**src/rtl/cpu_settings.svh**
```systemverilog
`ifndef CPU_SETTINGS_SVH
`define CPU_SETTINGS_SVH

// AXI channel widths
`define AXI_ID_BITS     4
`define AXI_ADDR_BITS   32
`define AXI_DATA_BITS   32
`define AXI_STRB_BITS   4
`define AXI_LEN_BITS    4
`define AXI_SIZE_BITS   3

// number of bridges, instruction and data
`define CPU_NUM_PORTS   2

// first fetch address after reset
`define CPU_RESET_PC    32'h0000_0000

`endif

```
**src/rtl/axi_pkg.sv**
```systemverilog
`include "cpu_settings.svh"

package axi_pkg;

    // single beat of one data word
    localparam logic [`AXI_SIZE_BITS-1:0] size_word  = 3'b010;
    localparam logic [1:0]                burst_incr = 2'b01;

    typedef struct packed {
        logic [`AXI_ID_BITS-1:0]   id;
        logic [`AXI_ADDR_BITS-1:0] addr;
        logic [`AXI_LEN_BITS-1:0]  len;
        logic [`AXI_SIZE_BITS-1:0] size;
        logic [1:0]                burst;
        logic                      valid;
    } axi_ar_t;

    typedef struct packed {
        logic [`AXI_ID_BITS-1:0]   id;
        logic [`AXI_DATA_BITS-1:0] data;
        logic [1:0]                resp;
        logic                      last;
        logic                      valid;
    } axi_r_t;

    // same layout as the read address channel
    typedef struct packed {
        logic [`AXI_ID_BITS-1:0]   id;
        logic [`AXI_ADDR_BITS-1:0] addr;
        logic [`AXI_LEN_BITS-1:0]  len;
        logic [`AXI_SIZE_BITS-1:0] size;
        logic [1:0]                burst;
        logic                      valid;
    } axi_aw_t;

    typedef struct packed {
        logic [`AXI_DATA_BITS-1:0] data;
        logic [`AXI_STRB_BITS-1:0] strb;
        logic                      last;
        logic                      valid;
    } axi_w_t;

    typedef struct packed {
        logic [`AXI_ID_BITS-1:0] id;
        logic [1:0]              resp;
        logic                    valid;
    } axi_b_t;

    // master to slave direction
    typedef struct packed {
        axi_ar_t ar;
        axi_aw_t aw;
        axi_w_t  w;
        logic    rready;
        logic    bready;
    } axi_m2s_t;

    // slave to master direction
    typedef struct packed {
        axi_r_t r;
        axi_b_t b;
        logic   arready;
        logic   awready;
        logic   wready;
    } axi_s2m_t;

endpackage

```
**src/rtl/cpu_pkg.sv**
```systemverilog
`include "cpu_settings.svh"

package cpu_pkg;

    localparam int instr_addr_bits = 28;

    // unlisted codes execute as halt
    typedef enum logic [3:0] {
        op_ld   = 4'h0,
        op_add  = 4'h1,
        op_st   = 4'h2,
        op_stb  = 4'h3,
        op_jmp  = 4'h4,
        op_halt = 4'h5
    } opcode_t;

    typedef struct packed {
        opcode_t                    op;
        logic [instr_addr_bits-1:0] addr;
    } instr_t;

    // level request, held until stall drops
    typedef struct packed {
        logic                      read;
        logic                      write;
        logic [`AXI_STRB_BITS-1:0] strb;
        logic [`AXI_ADDR_BITS-1:0] addr;
        logic [`AXI_DATA_BITS-1:0] wdata;
    } mem_req_t;

    typedef struct packed {
        logic [`AXI_DATA_BITS-1:0] rdata;
        logic                      stall;
    } mem_rsp_t;

endpackage

```
**src/rtl/acc_core.sv**
```systemverilog
`timescale 1ns/10ps
`include "cpu_settings.svh"

module acc_core (
    input  logic                                   ACLK,
    input  logic                                   rst_n,
    output cpu_pkg::mem_req_t [`CPU_NUM_PORTS-1:0] req,
    input  cpu_pkg::mem_rsp_t [`CPU_NUM_PORTS-1:0] rsp,
    output logic                                   halted
);

    localparam int port_instr = 0;
    localparam int port_data  = 1;
    localparam int addr_pad   = `AXI_ADDR_BITS - cpu_pkg::instr_addr_bits;

    typedef enum logic [1:0] {
        st_fetch,
        st_exec,
        st_halt
    } core_state_t;

    core_state_t               state_q;
    logic [`AXI_ADDR_BITS-1:0] pc_q;
    logic [`AXI_DATA_BITS-1:0] acc_q;
    cpu_pkg::instr_t           instr_q;

    logic [`AXI_ADDR_BITS-1:0] data_addr;
    logic [`AXI_ADDR_BITS-1:0] jump_addr;
    logic [`AXI_STRB_BITS-1:0] byte_strb;
    logic                      is_load;
    logic                      is_store;

    // decode of the latched instruction
    always_comb begin
        is_load   = (instr_q.op == cpu_pkg::op_ld) || (instr_q.op == cpu_pkg::op_add);
        is_store  = (instr_q.op == cpu_pkg::op_st) || (instr_q.op == cpu_pkg::op_stb);
        jump_addr = {{addr_pad{1'b0}}, instr_q.addr};
        // word address for the data port
        data_addr = {{addr_pad{1'b0}}, instr_q.addr[cpu_pkg::instr_addr_bits-1:2], 2'b00};
        // lane select from the low address bits
        byte_strb = {{(`AXI_STRB_BITS-1){1'b0}}, 1'b1} << instr_q.addr[1:0];
    end

    // requests to both bridges
    always_comb begin
        req = '0;

        // no fetch request while in reset
        req[port_instr].read = (state_q == st_fetch) && rst_n;
        req[port_instr].addr = pc_q;
        req[port_instr].strb = '1;

        req[port_data].read  = (state_q == st_exec) && is_load;
        req[port_data].write = (state_q == st_exec) && is_store;
        req[port_data].addr  = data_addr;
        if (instr_q.op == cpu_pkg::op_stb) begin
            req[port_data].strb  = byte_strb;
            req[port_data].wdata = {`AXI_STRB_BITS{acc_q[7:0]}};
        end else begin
            req[port_data].strb  = '1;
            req[port_data].wdata = acc_q;
        end
    end

    // instruction latched in the bridge done cycle
    always_ff @(posedge ACLK) begin
        if (state_q == st_fetch && !rsp[port_instr].stall) begin
            instr_q <= cpu_pkg::instr_t'(rsp[port_instr].rdata);
        end
    end

    always_ff @(posedge ACLK or negedge rst_n) begin
        if (!rst_n) begin
            state_q <= st_fetch;
            pc_q    <= `CPU_RESET_PC;
            acc_q   <= '0;
        end else begin
            case (state_q)
                st_fetch: begin
                    if (!rsp[port_instr].stall) begin
                        state_q <= st_exec;
                    end
                end

                st_exec: begin
                    case (instr_q.op)
                        cpu_pkg::op_ld,
                        cpu_pkg::op_add,
                        cpu_pkg::op_st,
                        cpu_pkg::op_stb: begin
                            // wait for the data transaction
                            if (!rsp[port_data].stall) begin
                                if (instr_q.op == cpu_pkg::op_ld) begin
                                    acc_q <= rsp[port_data].rdata;
                                end else if (instr_q.op == cpu_pkg::op_add) begin
                                    acc_q <= acc_q + rsp[port_data].rdata;
                                end
                                pc_q    <= pc_q + `AXI_ADDR_BITS'(4);
                                state_q <= st_fetch;
                            end
                        end

                        cpu_pkg::op_jmp: begin
                            pc_q    <= jump_addr;
                            state_q <= st_fetch;
                        end

                        default: begin
                            state_q <= st_halt;
                        end
                    endcase
                end

                // stays here until reset
                default: begin
                    state_q <= st_halt;
                end
            endcase
        end
    end

    assign halted = (state_q == st_halt);

endmodule

```
**src/rtl/axi_bridge.sv**
```systemverilog
`timescale 1ns/10ps
`include "cpu_settings.svh"

module axi_bridge #(
    parameter int MASTER_ID = 0
) (
    input  logic               ACLK,
    input  logic               rst_n,
    input  cpu_pkg::mem_req_t  req,
    output cpu_pkg::mem_rsp_t  rsp,
    output axi_pkg::axi_m2s_t  m2s,
    input  axi_pkg::axi_s2m_t  s2m
);

    localparam logic [`AXI_ID_BITS-1:0] master_axi_id = `AXI_ID_BITS'(MASTER_ID);

    typedef enum logic [1:0] {
        st_idle,
        st_addr,
        st_resp,
        st_done
    } bridge_state_t;

    bridge_state_t             state_q;
    bridge_state_t             state_d;
    logic                      aw_done_q;
    logic                      w_done_q;
    logic [`AXI_DATA_BITS-1:0] rdata_q;

    logic do_rd;
    logic do_wr;
    logic issuing;
    logic ar_hs;
    logic aw_hs;
    logic w_hs;
    logic r_hs;
    logic b_hs;
    logic addr_phase_done;

    // a write wins if both levels were ever raised together
    assign do_wr   = req.write;
    assign do_rd   = req.read && !req.write;
    assign issuing = (state_q == st_idle && (do_rd || do_wr)) || (state_q == st_addr);

    // AXI master outputs, payload straight from the held request
    always_comb begin
        m2s = '0;

        m2s.ar.id    = master_axi_id;
        m2s.ar.addr  = req.addr;
        m2s.ar.len   = '0;
        m2s.ar.size  = axi_pkg::size_word;
        m2s.ar.burst = axi_pkg::burst_incr;
        m2s.ar.valid = issuing && do_rd;

        m2s.aw.id    = master_axi_id;
        m2s.aw.addr  = req.addr;
        m2s.aw.len   = '0;
        m2s.aw.size  = axi_pkg::size_word;
        m2s.aw.burst = axi_pkg::burst_incr;
        m2s.aw.valid = issuing && do_wr && !aw_done_q;

        m2s.w.data   = req.wdata;
        m2s.w.strb   = req.strb;
        m2s.w.last   = 1'b1;
        m2s.w.valid  = issuing && do_wr && !w_done_q;

        m2s.rready   = (state_q == st_resp) && do_rd;
        m2s.bready   = (state_q == st_resp) && do_wr;
    end

    assign ar_hs = m2s.ar.valid && s2m.arready;
    assign aw_hs = m2s.aw.valid && s2m.awready;
    assign w_hs  = m2s.w.valid && s2m.wready;
    assign r_hs  = m2s.rready && s2m.r.valid;
    assign b_hs  = m2s.bready && s2m.b.valid;

    // aw and w may be accepted in different cycles
    always_comb begin
        if (do_rd) begin
            addr_phase_done = ar_hs;
        end else begin
            addr_phase_done = do_wr && (aw_done_q || aw_hs) && (w_done_q || w_hs);
        end
    end

    always_comb begin
        state_d = state_q;
        case (state_q)
            st_idle,
            st_addr: begin
                if (addr_phase_done) begin
                    state_d = st_resp;
                end else if (do_rd || do_wr) begin
                    state_d = st_addr;
                end
            end
            st_resp: begin
                if (r_hs || b_hs) begin
                    state_d = st_done;
                end
            end
            default: begin
                state_d = st_idle;
            end
        endcase
    end

    always_ff @(posedge ACLK or negedge rst_n) begin
        if (!rst_n) begin
            state_q   <= st_idle;
            aw_done_q <= 1'b0;
            w_done_q  <= 1'b0;
        end else begin
            state_q <= state_d;
            if (state_q == st_done) begin
                aw_done_q <= 1'b0;
                w_done_q  <= 1'b0;
            end else begin
                aw_done_q <= aw_done_q || aw_hs;
                w_done_q  <= w_done_q || w_hs;
            end
        end
    end

    // read data held for the done cycle
    always_ff @(posedge ACLK) begin
        if (r_hs) begin
            rdata_q <= s2m.r.data;
        end
    end

    // stall drops only in the done cycle
    assign rsp.stall = (do_rd || do_wr) && (state_q != st_done);
    assign rsp.rdata = rdata_q;

endmodule

```
**src/rtl/cpu_wrapper.sv**
```systemverilog
`timescale 1ns/10ps
`include "cpu_settings.svh"

module cpu_wrapper (
    input  logic                                   ACLK,
    input  logic                                   rst_n,
    output axi_pkg::axi_m2s_t [`CPU_NUM_PORTS-1:0] m2s,
    input  axi_pkg::axi_s2m_t [`CPU_NUM_PORTS-1:0] s2m,
    output logic                                   halted
);

    // element 0 instruction, element 1 data
    cpu_pkg::mem_req_t [`CPU_NUM_PORTS-1:0] core_req;
    cpu_pkg::mem_rsp_t [`CPU_NUM_PORTS-1:0] core_rsp;

    acc_core u_core (
        .ACLK   (ACLK),
        .rst_n  (rst_n),
        .req    (core_req),
        .rsp    (core_rsp),
        .halted (halted)
    );

    // one AXI master per core port, ID equals the port index
    for (genvar i = 0; i < `CPU_NUM_PORTS; i++) begin : g_bridge
        axi_bridge #(
            .MASTER_ID (i)
        ) u_bridge (
            .ACLK  (ACLK),
            .rst_n (rst_n),
            .req   (core_req[i]),
            .rsp   (core_rsp[i]),
            .m2s   (m2s[i]),
            .s2m   (s2m[i])
        );
    end

endmodule

```
**config.mk**
```make
export PLATFORM = sky130hd
export DESIGN_NAME = cpu_wrapper
export DESIGN_NICKNAME = d
export VERILOG_FILES = /design/src/rtl/axi_pkg.sv /design/src/rtl/cpu_pkg.sv /design/src/rtl/acc_core.sv /design/src/rtl/axi_bridge.sv /design/src/rtl/cpu_wrapper.sv
export VERILOG_INCLUDE_DIRS = /design/src /design/src/rtl
export SDC_FILE = /design/constraint.sdc
export NUM_CORES = 1
export LEC_CHECK = 0
export BUFFER_PORTS_ARGS = -buffer_cell sky130_fd_sc_hd__buf_2
export CAP_MARGIN = 20
export CORE_ASPECT_RATIO = 2
export CORE_UTILIZATION = 51
export DETAILED_ROUTE_END_ITERATION = 12
export HOLD_SLACK_MARGIN = 0.05
export PLACE_DENSITY = 0.8
export SETUP_SLACK_MARGIN = 0.02
export SLEW_MARGIN = 20
export SYNTH_ARGS = -nofsm -noshare
export SYNTH_HDL_FRONTEND = slang
export SYNTH_SLANG_ARGS = --single-unit
```
**constraint.sdc**
```tcl
create_clock -name ACLK -period 3.9 [get_ports ACLK]
set_input_delay 0.78 -clock ACLK [delete_from_list [all_inputs] [get_ports ACLK]]
set_output_delay 0.78 -clock ACLK [all_outputs]
set_load 0.1 [all_outputs]
```
==> summary.md, run 1 <==
| Metric | Value |
|---|---|
| Mapped Cells | `1059` |
| Kind of critical path | `reg2out` |
| Leakage power | `5.332 nW` |
| DIE HEIGHT | `201.4 um` |
| Clk buf depth | `2` |
| WHS | `193.8 ps` |
| Global-route wire length before repair | `38700 um` |
| Post_cts resized | `0` |
| Worst Setup End Kind | `output port` |
| Die span in x | `101.7 um` |
| Net Sw Frac | `0.2905` |
| Maxcap violations | `0` |
| Cts bufs inserted | `17` |
| Area contributors post-synth | `edfxtp_1 28%, dfrtp_1 18%, buf_4 15%, nand2_1 5.3%, ha_1 4.0%` |
| Cell row count | `72` |
| Clock Skew | `7.840 ps` |
| Largest area contributor in the netlist | `edfxtp_1` |
| Initial DRC Count | `445` |
| Final worst-path cycle share | `0.8658` |
| CTS root buf | `clkbuf_16` |
| Avg WL per Cell | `17.54 um` |
| Final setup violation count | `0` |
| Antenna viol nets, final | `0` |
| Fin. max-slew vios | `0` |
| Outcome | `finished clean` |
| Relative slew slack | `0.3239` |
| Syn Std Cell Area | `10130 sq um` |
| YS warnings | `0` |
| # DRC | `0` |
| Slew @ Worst Pin | `1012 ps` |
| GRT Residual Overflow | `0` |
| Vias | `7969` |
| Core area | `19370 sq um` |
| Placer congestion estimate | `0.8821` |
| Clock net sink count | `168` |
| Post-DP HPWL | `19380 um` |
| Largest net degree at the start of global routing | `63` |
| Post-synth top area share | `0.2844` |
| Cell breakdown of the critical path | `nor2_1, nand3_1, buf_4, nand2_1, nand2_1, buf_2` |
| Sum Neg Setup Slack | `0 ps` |
| CTS tree | `done` |
| Commonest cells post-synth | `198 x buf_4, 143 x nand2_1, 96 x edfxtp_1, 72 x a21oi_1, 72 x dfrtp_1` |
| GR Util All Layers | `0.2532` |
| CP arrival | `2600 ps` |
| Post-CTS Setup Bufs | `0` |
| Comb pwr share | `0.123` |
| Clock share of power | `0.408` |
| Clock slew at reported path FFs | `70 ps` |
| Nets | `1329` |
| Drt first pass iters | `5` |
| IO buf count | `232` |
| FF+latch area | `4684 sq um` |
| Pre-CTS worst setup slack | `865.0 ps` |
| Filler Cell Count | `1715` |
| CTS H-tree lvls | `4` |
| Setup crit start kind | `flip-flop` |
| Internal power | `2.837 mW` |
| WP data required | `3120 ps` |
| Initial Util | `0.5233` |
| Seq/Total Area, Yosys | `0.4622` |
| P_sw | `1.162 mW` |
| Main synth FF type | `edfxtp_1` |
| Synth-to-Final Area Change | `9.223%` |
| Fmax | `296.2 MHz` |
| CP max stage delay | `630 ps` |
| Vias in the first global route | `7422` |
| Unique cell type count in the Yosys netlist | `66` |
| Worst-Skew Late Latency | `430 ps` |
| Yosys reg bits | `168` |
| Post-layout min period | `3377 ps` |
| Most common cell in the netlist | `buf_4` |
| PwrDens | `361.2 nW/um^2` |
| Finished Core Util | `0.5715` |
| Final WS setup | `523.3 ps` |
| DIE AREA | `20470 sq um` |
| CP Max Fanout | `18` |
| Final WL | `25760 um` |
| CP max stage cell | `nand3_1` |
| Crit-path most repeated cell | `nand2_1` |
| Sequential Power Share | `0.469` |
| CTS Hold Bufs | `0` |
| Layout cells sized above 1 | `0.2413` |
| Hold Crit Class | `in2async` |
| Number of synthesized flops with an enable pin | `96` |
| Final hold violations | `0` |
| RSZ-0062 raised after global routing | `no` |
| Mean Syn Cell Area | `9.570 sq um` |
| Area of the multi-input gates | `4167 sq um` |
| I/O Pins | `367` |
| Via density | `5.428` |
| Synth async-reset ratio | `0.4286` |
| Peak supply drop | `409.6 uV` |
| Initial antenna violation count | `3` |
==> registers in the layout (all words and copies together), names as in the netlist <==
| name | count |
|---|---|
| u_core.state_q | 2 |
| g_bridge.u_bridge.w_done_q | 1 |
| u_core.instr_q | 6 |
| u_core.pc_q | 32 |
| u_core.req | 26 |
| g_bridge.u_bridge.aw_done_q | 1 |
| g_bridge.u_bridge.rdata_q | 64 |
| g_bridge.u_bridge.state_q | 4 |
| u_core.acc_q | 32 |
==> final timing paths <==
kind	from	endpoint	slack, ps	cells after the start
setup reg to reg	u_core.acc_q[1]$_DFFE_PN0P_	u_core.acc_q[31]$_DFFE_PN0P_	850	9
min in group ACLK	g_bridge[0].u_bridge.rdata_q[13]$_DFFE_PP_	u_core.req[115]$_DFFE_PP_	410	0
setup / recovery	u_core.instr_q[30]$_DFFE_PP_	m2s[152]	520	6
hold / removal	rst_n	u_core.acc_q[31]$_DFFE_PN0P_	190	1
hold reg to reg	g_bridge[0].u_bridge.rdata_q[13]$_DFFE_PP_	u_core.req[115]$_DFFE_PP_	410	0
max in group asynchronous	rst_n	u_core.acc_q[1]$_DFFE_PN0P_	2550	2
==> per-layer routing <==
metal / part of all wire / global-route usage / up-vias
met2: 0.57 / 0.4785 / 361
met3: 0.054 / 0.04342 / 58
met5: 0 / 0 / -
li1: - / - / 3731
met4: 0.048 / 0.1470 / 0
met1: 0.33 / 0.2473 / 3819
==> kinds of logic (layout without fill, tap and decap cells) <==
logic type	Yosys count	count (layout)	synth area share
AOI/OAI and AO/OA	226	226	0.1401
xor gates and xnor gates	22	22	0.01901
adders and majority gates	33	33	0.04148
buffers and inverters	251	295	0.1675
DFF	168	168	0.4622
muxes	10	10	0.009877
other	2	108	0.0007410
and+or+nand+nor	347	347	0.1590
==> critical path: cells and delay by family, from the launching register on <==
kind / cells / cell delay (ps)
buf+inv: 2 / 710
flops: 1 / 430
simple gates: 4 / 1040
==> placed cells by master (no fill, tap or decap), types with 14 or more instances in the layout <==
cell type	n
clkbuf_16	17
conb_1	105
buf_2	231
o21ai_0	58
edfxtp_1	96
a21oi_1	72
nand2_1	143
ha_1	32
inv_1	21
and3_1	19
dfrtp_1	72
nand4_1	14
nor2_1	71
nand3_1	30
nor3_1	20
==> metrics by stage <==
stage / area, sq um / instances / total power, mW
floorplan: 10530 / 1162 / 2.431
CTS: 11060 / 1465 / 4.030
detailed placement: 10500 / 1434 / 2.403
global placement: 10500 / 1434 / 2.401
global route: 11060 / 1465 / 4.100
finish: 11070 / 1468 / 3.998
==> area by class of cell <==
| type | count | share of cell area |
|---|---|---|
| Sequential cell | 168 | 0.4232 |
| Multi-Input combinational cell | 743 | 0.3764 |
| Timing Repair Buffer | 243 | 0.1126 |
| Clock buffer | 18 | 0.03877 |
| Tap cell | 259 | 0.02928 |
| Clock inverter | 13 | 0.01198 |
| Inverter | 21 | 0.007121 |
| Antenna cell | 3 | 0.0006782 |
==> power by group through the flow <==
stage | Sequential (mW) | Combinational, mW | Clock, mW
3_3_place_gp | 1.91 | 0.490 | 0
2_1_floorplan | 1.91 | 0.519 | 0
4_1_cts | 1.87 | 0.492 | 1.66
6_report | 1.88 | 0.494 | 1.63
3_5_place_dp | 1.91 | 0.492 | 0
5_1_grt | 1.87 | 0.504 | 1.72
No activity file was read; power rests on OpenSTA's default activity.
==> run 2, diff against run 1 <==
--- a/config.mk
+++ b/config.mk
@@ -9,6 +9,7 @@
 export BUFFER_PORTS_ARGS = -buffer_cell sky130_fd_sc_hd__buf_2
 export CAP_MARGIN = 20
 export CORE_ASPECT_RATIO = 2
+export CORE_MARGIN = 5
 export CORE_UTILIZATION = 51
 export DETAILED_ROUTE_END_ITERATION = 12
 export HOLD_SLACK_MARGIN = 0.05
==> run 2 against run 1 <==
Compared with the run above: via count is 1.2% higher; sequential power about the same; first-iteration DRC count shrank 12%; critical path depth down 2; die area increased by 12%; largest cell class unchanged; highest routed layer unchanged.
==> summary.md, run 2 (same netlist as run 1, synthesis figures left out) <==
| Metric | Value |
|---|---|
| Outcome | `finished clean` |
| # placed instances | `1438 (+0.28%)` |
| Cell breakdown of the critical path | `and3_1, nand2_1, nand2_1, buf_2` |
| GR Util All Layers | `0.2346 (-0.01855)` |
| Nets | `1330 (+0.075%)` |
| Worst-Skew Late Latency | `420 ps (about the same)` |
| DIE AREA | `22960 sq um (+12%)` |
| Vias in the first global route | `8048 (+8.4%)` |
| Final hold violations | `0 (unchanged)` |
| Kind of critical path | `reg2out` |
| R2r startpoint | `u_core.acc_q[0]$_DFFE_PN0P_` |
| GRT Residual Overflow | `0 (unchanged)` |
| Clock net sink count | `168 (unchanged)` |
| Crit-path most repeated cell | `nand2_1` |
| Top reg by flops | `g_bridge.u_bridge.rdata_q` |
| Top flop regs | `g_bridge.u_bridge.rdata_q (64), u_core.acc_q (32), u_core.pc_q (32)` |
| R2R setup slack | `880 ps (+30 ps)` |
| Final worst-path cycle share | `0.8446 (-0.02126)` |
| Initial antenna violation count | `0 (-3)` |
| End of the worst register-to-register path | `u_core.acc_q[26]$_DFFE_PN0P_` |
| Antenna Cells | `0 (-3)` |
| Worst Setup End Kind | `output port` |
| Largest register FFs | `64 (unchanged)` |
| Global-route wire length before repair | `41140 um (+6.3%)` |
| Relative slew slack | `0.2901 (-0.03380)` |
| Cts bufs inserted | `17 (unchanged)` |
| Fin. max-slew vios | `0 (unchanged)` |
| Cell row count | `73 (+1.4%)` |
| Core area | `19730 sq um (+1.9%)` |
| Layout Cells excl Fill | `1470 (+0.14%)` |
| Most frequent cells in the layout | `231 x buf_2, 143 x nand2_1, 105 x conb_1` |
| Post-DP HPWL | `20640 um (+6.5%)` |
| PwrDens | `371.6 nW/um^2 (+2.9%)` |
| Setup crit start kind | `flip-flop` |
| WP data required | `3120 ps (about the same)` |
| Vias | `8067 (+1.2%)` |
| Initial DRC Count | `393 (-12%)` |
| CTS root buf | `clkbuf_16` |
| CTS H-tree lvls | `4 (unchanged)` |
| Leakage power | `5.370 nW (+0.72%)` |
| CP arrival | `2510 ps (-90 ps)` |
| Peak supply drop | `340.6 uV (-17%)` |
| Filler Cell Count | `1807 (+5.4%)` |
| Initial Util | `0.5137 (-0.009557)` |
| Layout cells sized above 1 | `0.2434 (+0.002084)` |
| RSZ-0062 raised after global routing | `no` |
| FF-to-FF path depth | `11 (+2)` |
| Commonest non-fill, non-tap cell in the layout | `buf_2` |
| Hold Crit Class | `in2async` |
| Drt first pass iters | `5 (unchanged)` |
| Die span in x | `109.7 um (+7.9%)` |
| Post-layout min period | `3294 ps (-82.92 ps)` |
| Avg WL per Cell | `18.49 um (+5.4%)` |
| Post-CTS Setup Bufs | `0 (unchanged)` |
| Synth-to-Final Area Change | `9.753%` |
| Fmax | `303.6 MHz (+2.5%)` |
| Antenna viol nets, final | `0 (unchanged)` |
| CTS tree | `done` |
| Via density | `5.488 (+1.1%)` |
| Final WL | `27190 um (+5.6%)` |
| Post_cts resized | `0 (unchanged)` |
| CP max stage delay | `600 ps (-30 ps)` |
| Maxcap violations | `0 (unchanged)` |
| Final setup violation count | `0 (unchanged)` |
| Placer congestion estimate | `0.9760 (+11%)` |
| DIE HEIGHT | `209.4 um (+4.0%)` |
| Sum Neg Setup Slack | `0 ps (unchanged)` |
| Clock slew at reported path FFs | `70 ps (about the same)` |
| Largest net degree at the start of global routing | `47 (-25%)` |
| Clk buf depth | `2 (unchanged)` |
| Clock Skew | `6.042 ps (-1.798 ps)` |
| # DRC | `0 (unchanged)` |
| CTS Hold Bufs | `0 (unchanged)` |
| IO buf count | `232 (unchanged)` |
| CP max stage cell | `edfxtp_1` |
| CP Max Fanout | `12 (-6)` |
| Slew @ Worst Pin | `1062 ps (+50.58 ps)` |
| I/O Pins | `367 (unchanged)` |
run 2: cell types whose count changed in the layout (fill, tap and decap cells not counted), sizes merged, moves of 2 or more:
cell,previous run,this run
clkbuf,18,21
clkinv,7,4
clkinvlp,3,1
diode,3,0
inv,22,24
run 2: per-stage QoR:
| stage | worst slack [ps] | total power [mW] | hold slack [ps] | utilization | instance area [sq um] |
|---|---|---|---|---|---|
| final | 606.2 | 4.134 | 317.8 | 0.5638 | 11120 |
| after global routing | 435.8 | 4.252 | 338.3 | 0.5638 | 11120 |
| after global placement | 1008 | 2.404 | 401.0 | 0.5328 | 10510 |
| after detailed placement | 934.6 | 2.404 | 404.5 | 0.5328 | 10510 |
| after floorplan | 65.86 | 2.431 | 400.3 | - | 10530 |
| after CTS | 518.3 | 4.168 | 306.9 | 0.5638 | 11120 |
run 2: worst max-delay path, delay by kind of cell (launching register included):
family	cells	cell delay, ps
flops	1	600
simple gates	3	1050
buf+inv	1	430
run 2: where the power goes:
| part | switching, mW | leakage, nW | internal [mW] |
|---|---|---|---|
| combinational | 0.469 | 3.23 | 0.0260 |
| sequential | 0 | 1.84 | 1.88 |
| clock | 0.704 | 0.299 | 1.06 |
run 2: worst max path at each step:
stage	endpoint	from	cells past startpoint
final	m2s[150]	u_core.instr_q[29]$_DFFE_PP_	4
after global routing	m2s[150]	u_core.instr_q[29]$_DFFE_PP_	4
after CTS	m2s[164]	u_core.instr_q[29]$_DFFE_PP_	4
after detailed placement	u_core.acc_q[26]$_DFFE_PN0P_	u_core.acc_q[0]$_DFFE_PN0P_	11
after global placement	m2s[164]	u_core.instr_q[29]$_DFFE_PP_	4
after floorplan	m2s[134]	u_core.state_q[1]$_DFFE_PN0P_	4
run 2: cell type report:
cell class / count / area (sq um) / share of cell area
Clock buffer: 21 / 470.5 / 0.04229
Clock inverter: 11 / 141.4 / 0.01271
Inverter: 21 / 78.83 / 0.007087
Multi-Input combinational cell: 743 / 4167 / 0.3746
Sequential cell: 168 / 4684 / 0.4211
Tap cell: 262 / 327.8 / 0.02947
Timing Repair Buffer: 244 / 1254 / 0.1127
run 2: metal layers:
layer	part of all wire	track usage	up-vias
met5	0	0	-
met4	0.064	0.1524	0
met3	0.063	0.03909	93
met2	0.54	0.4357	401
met1	0.33	0.2296	3843
li1	-	-	3730
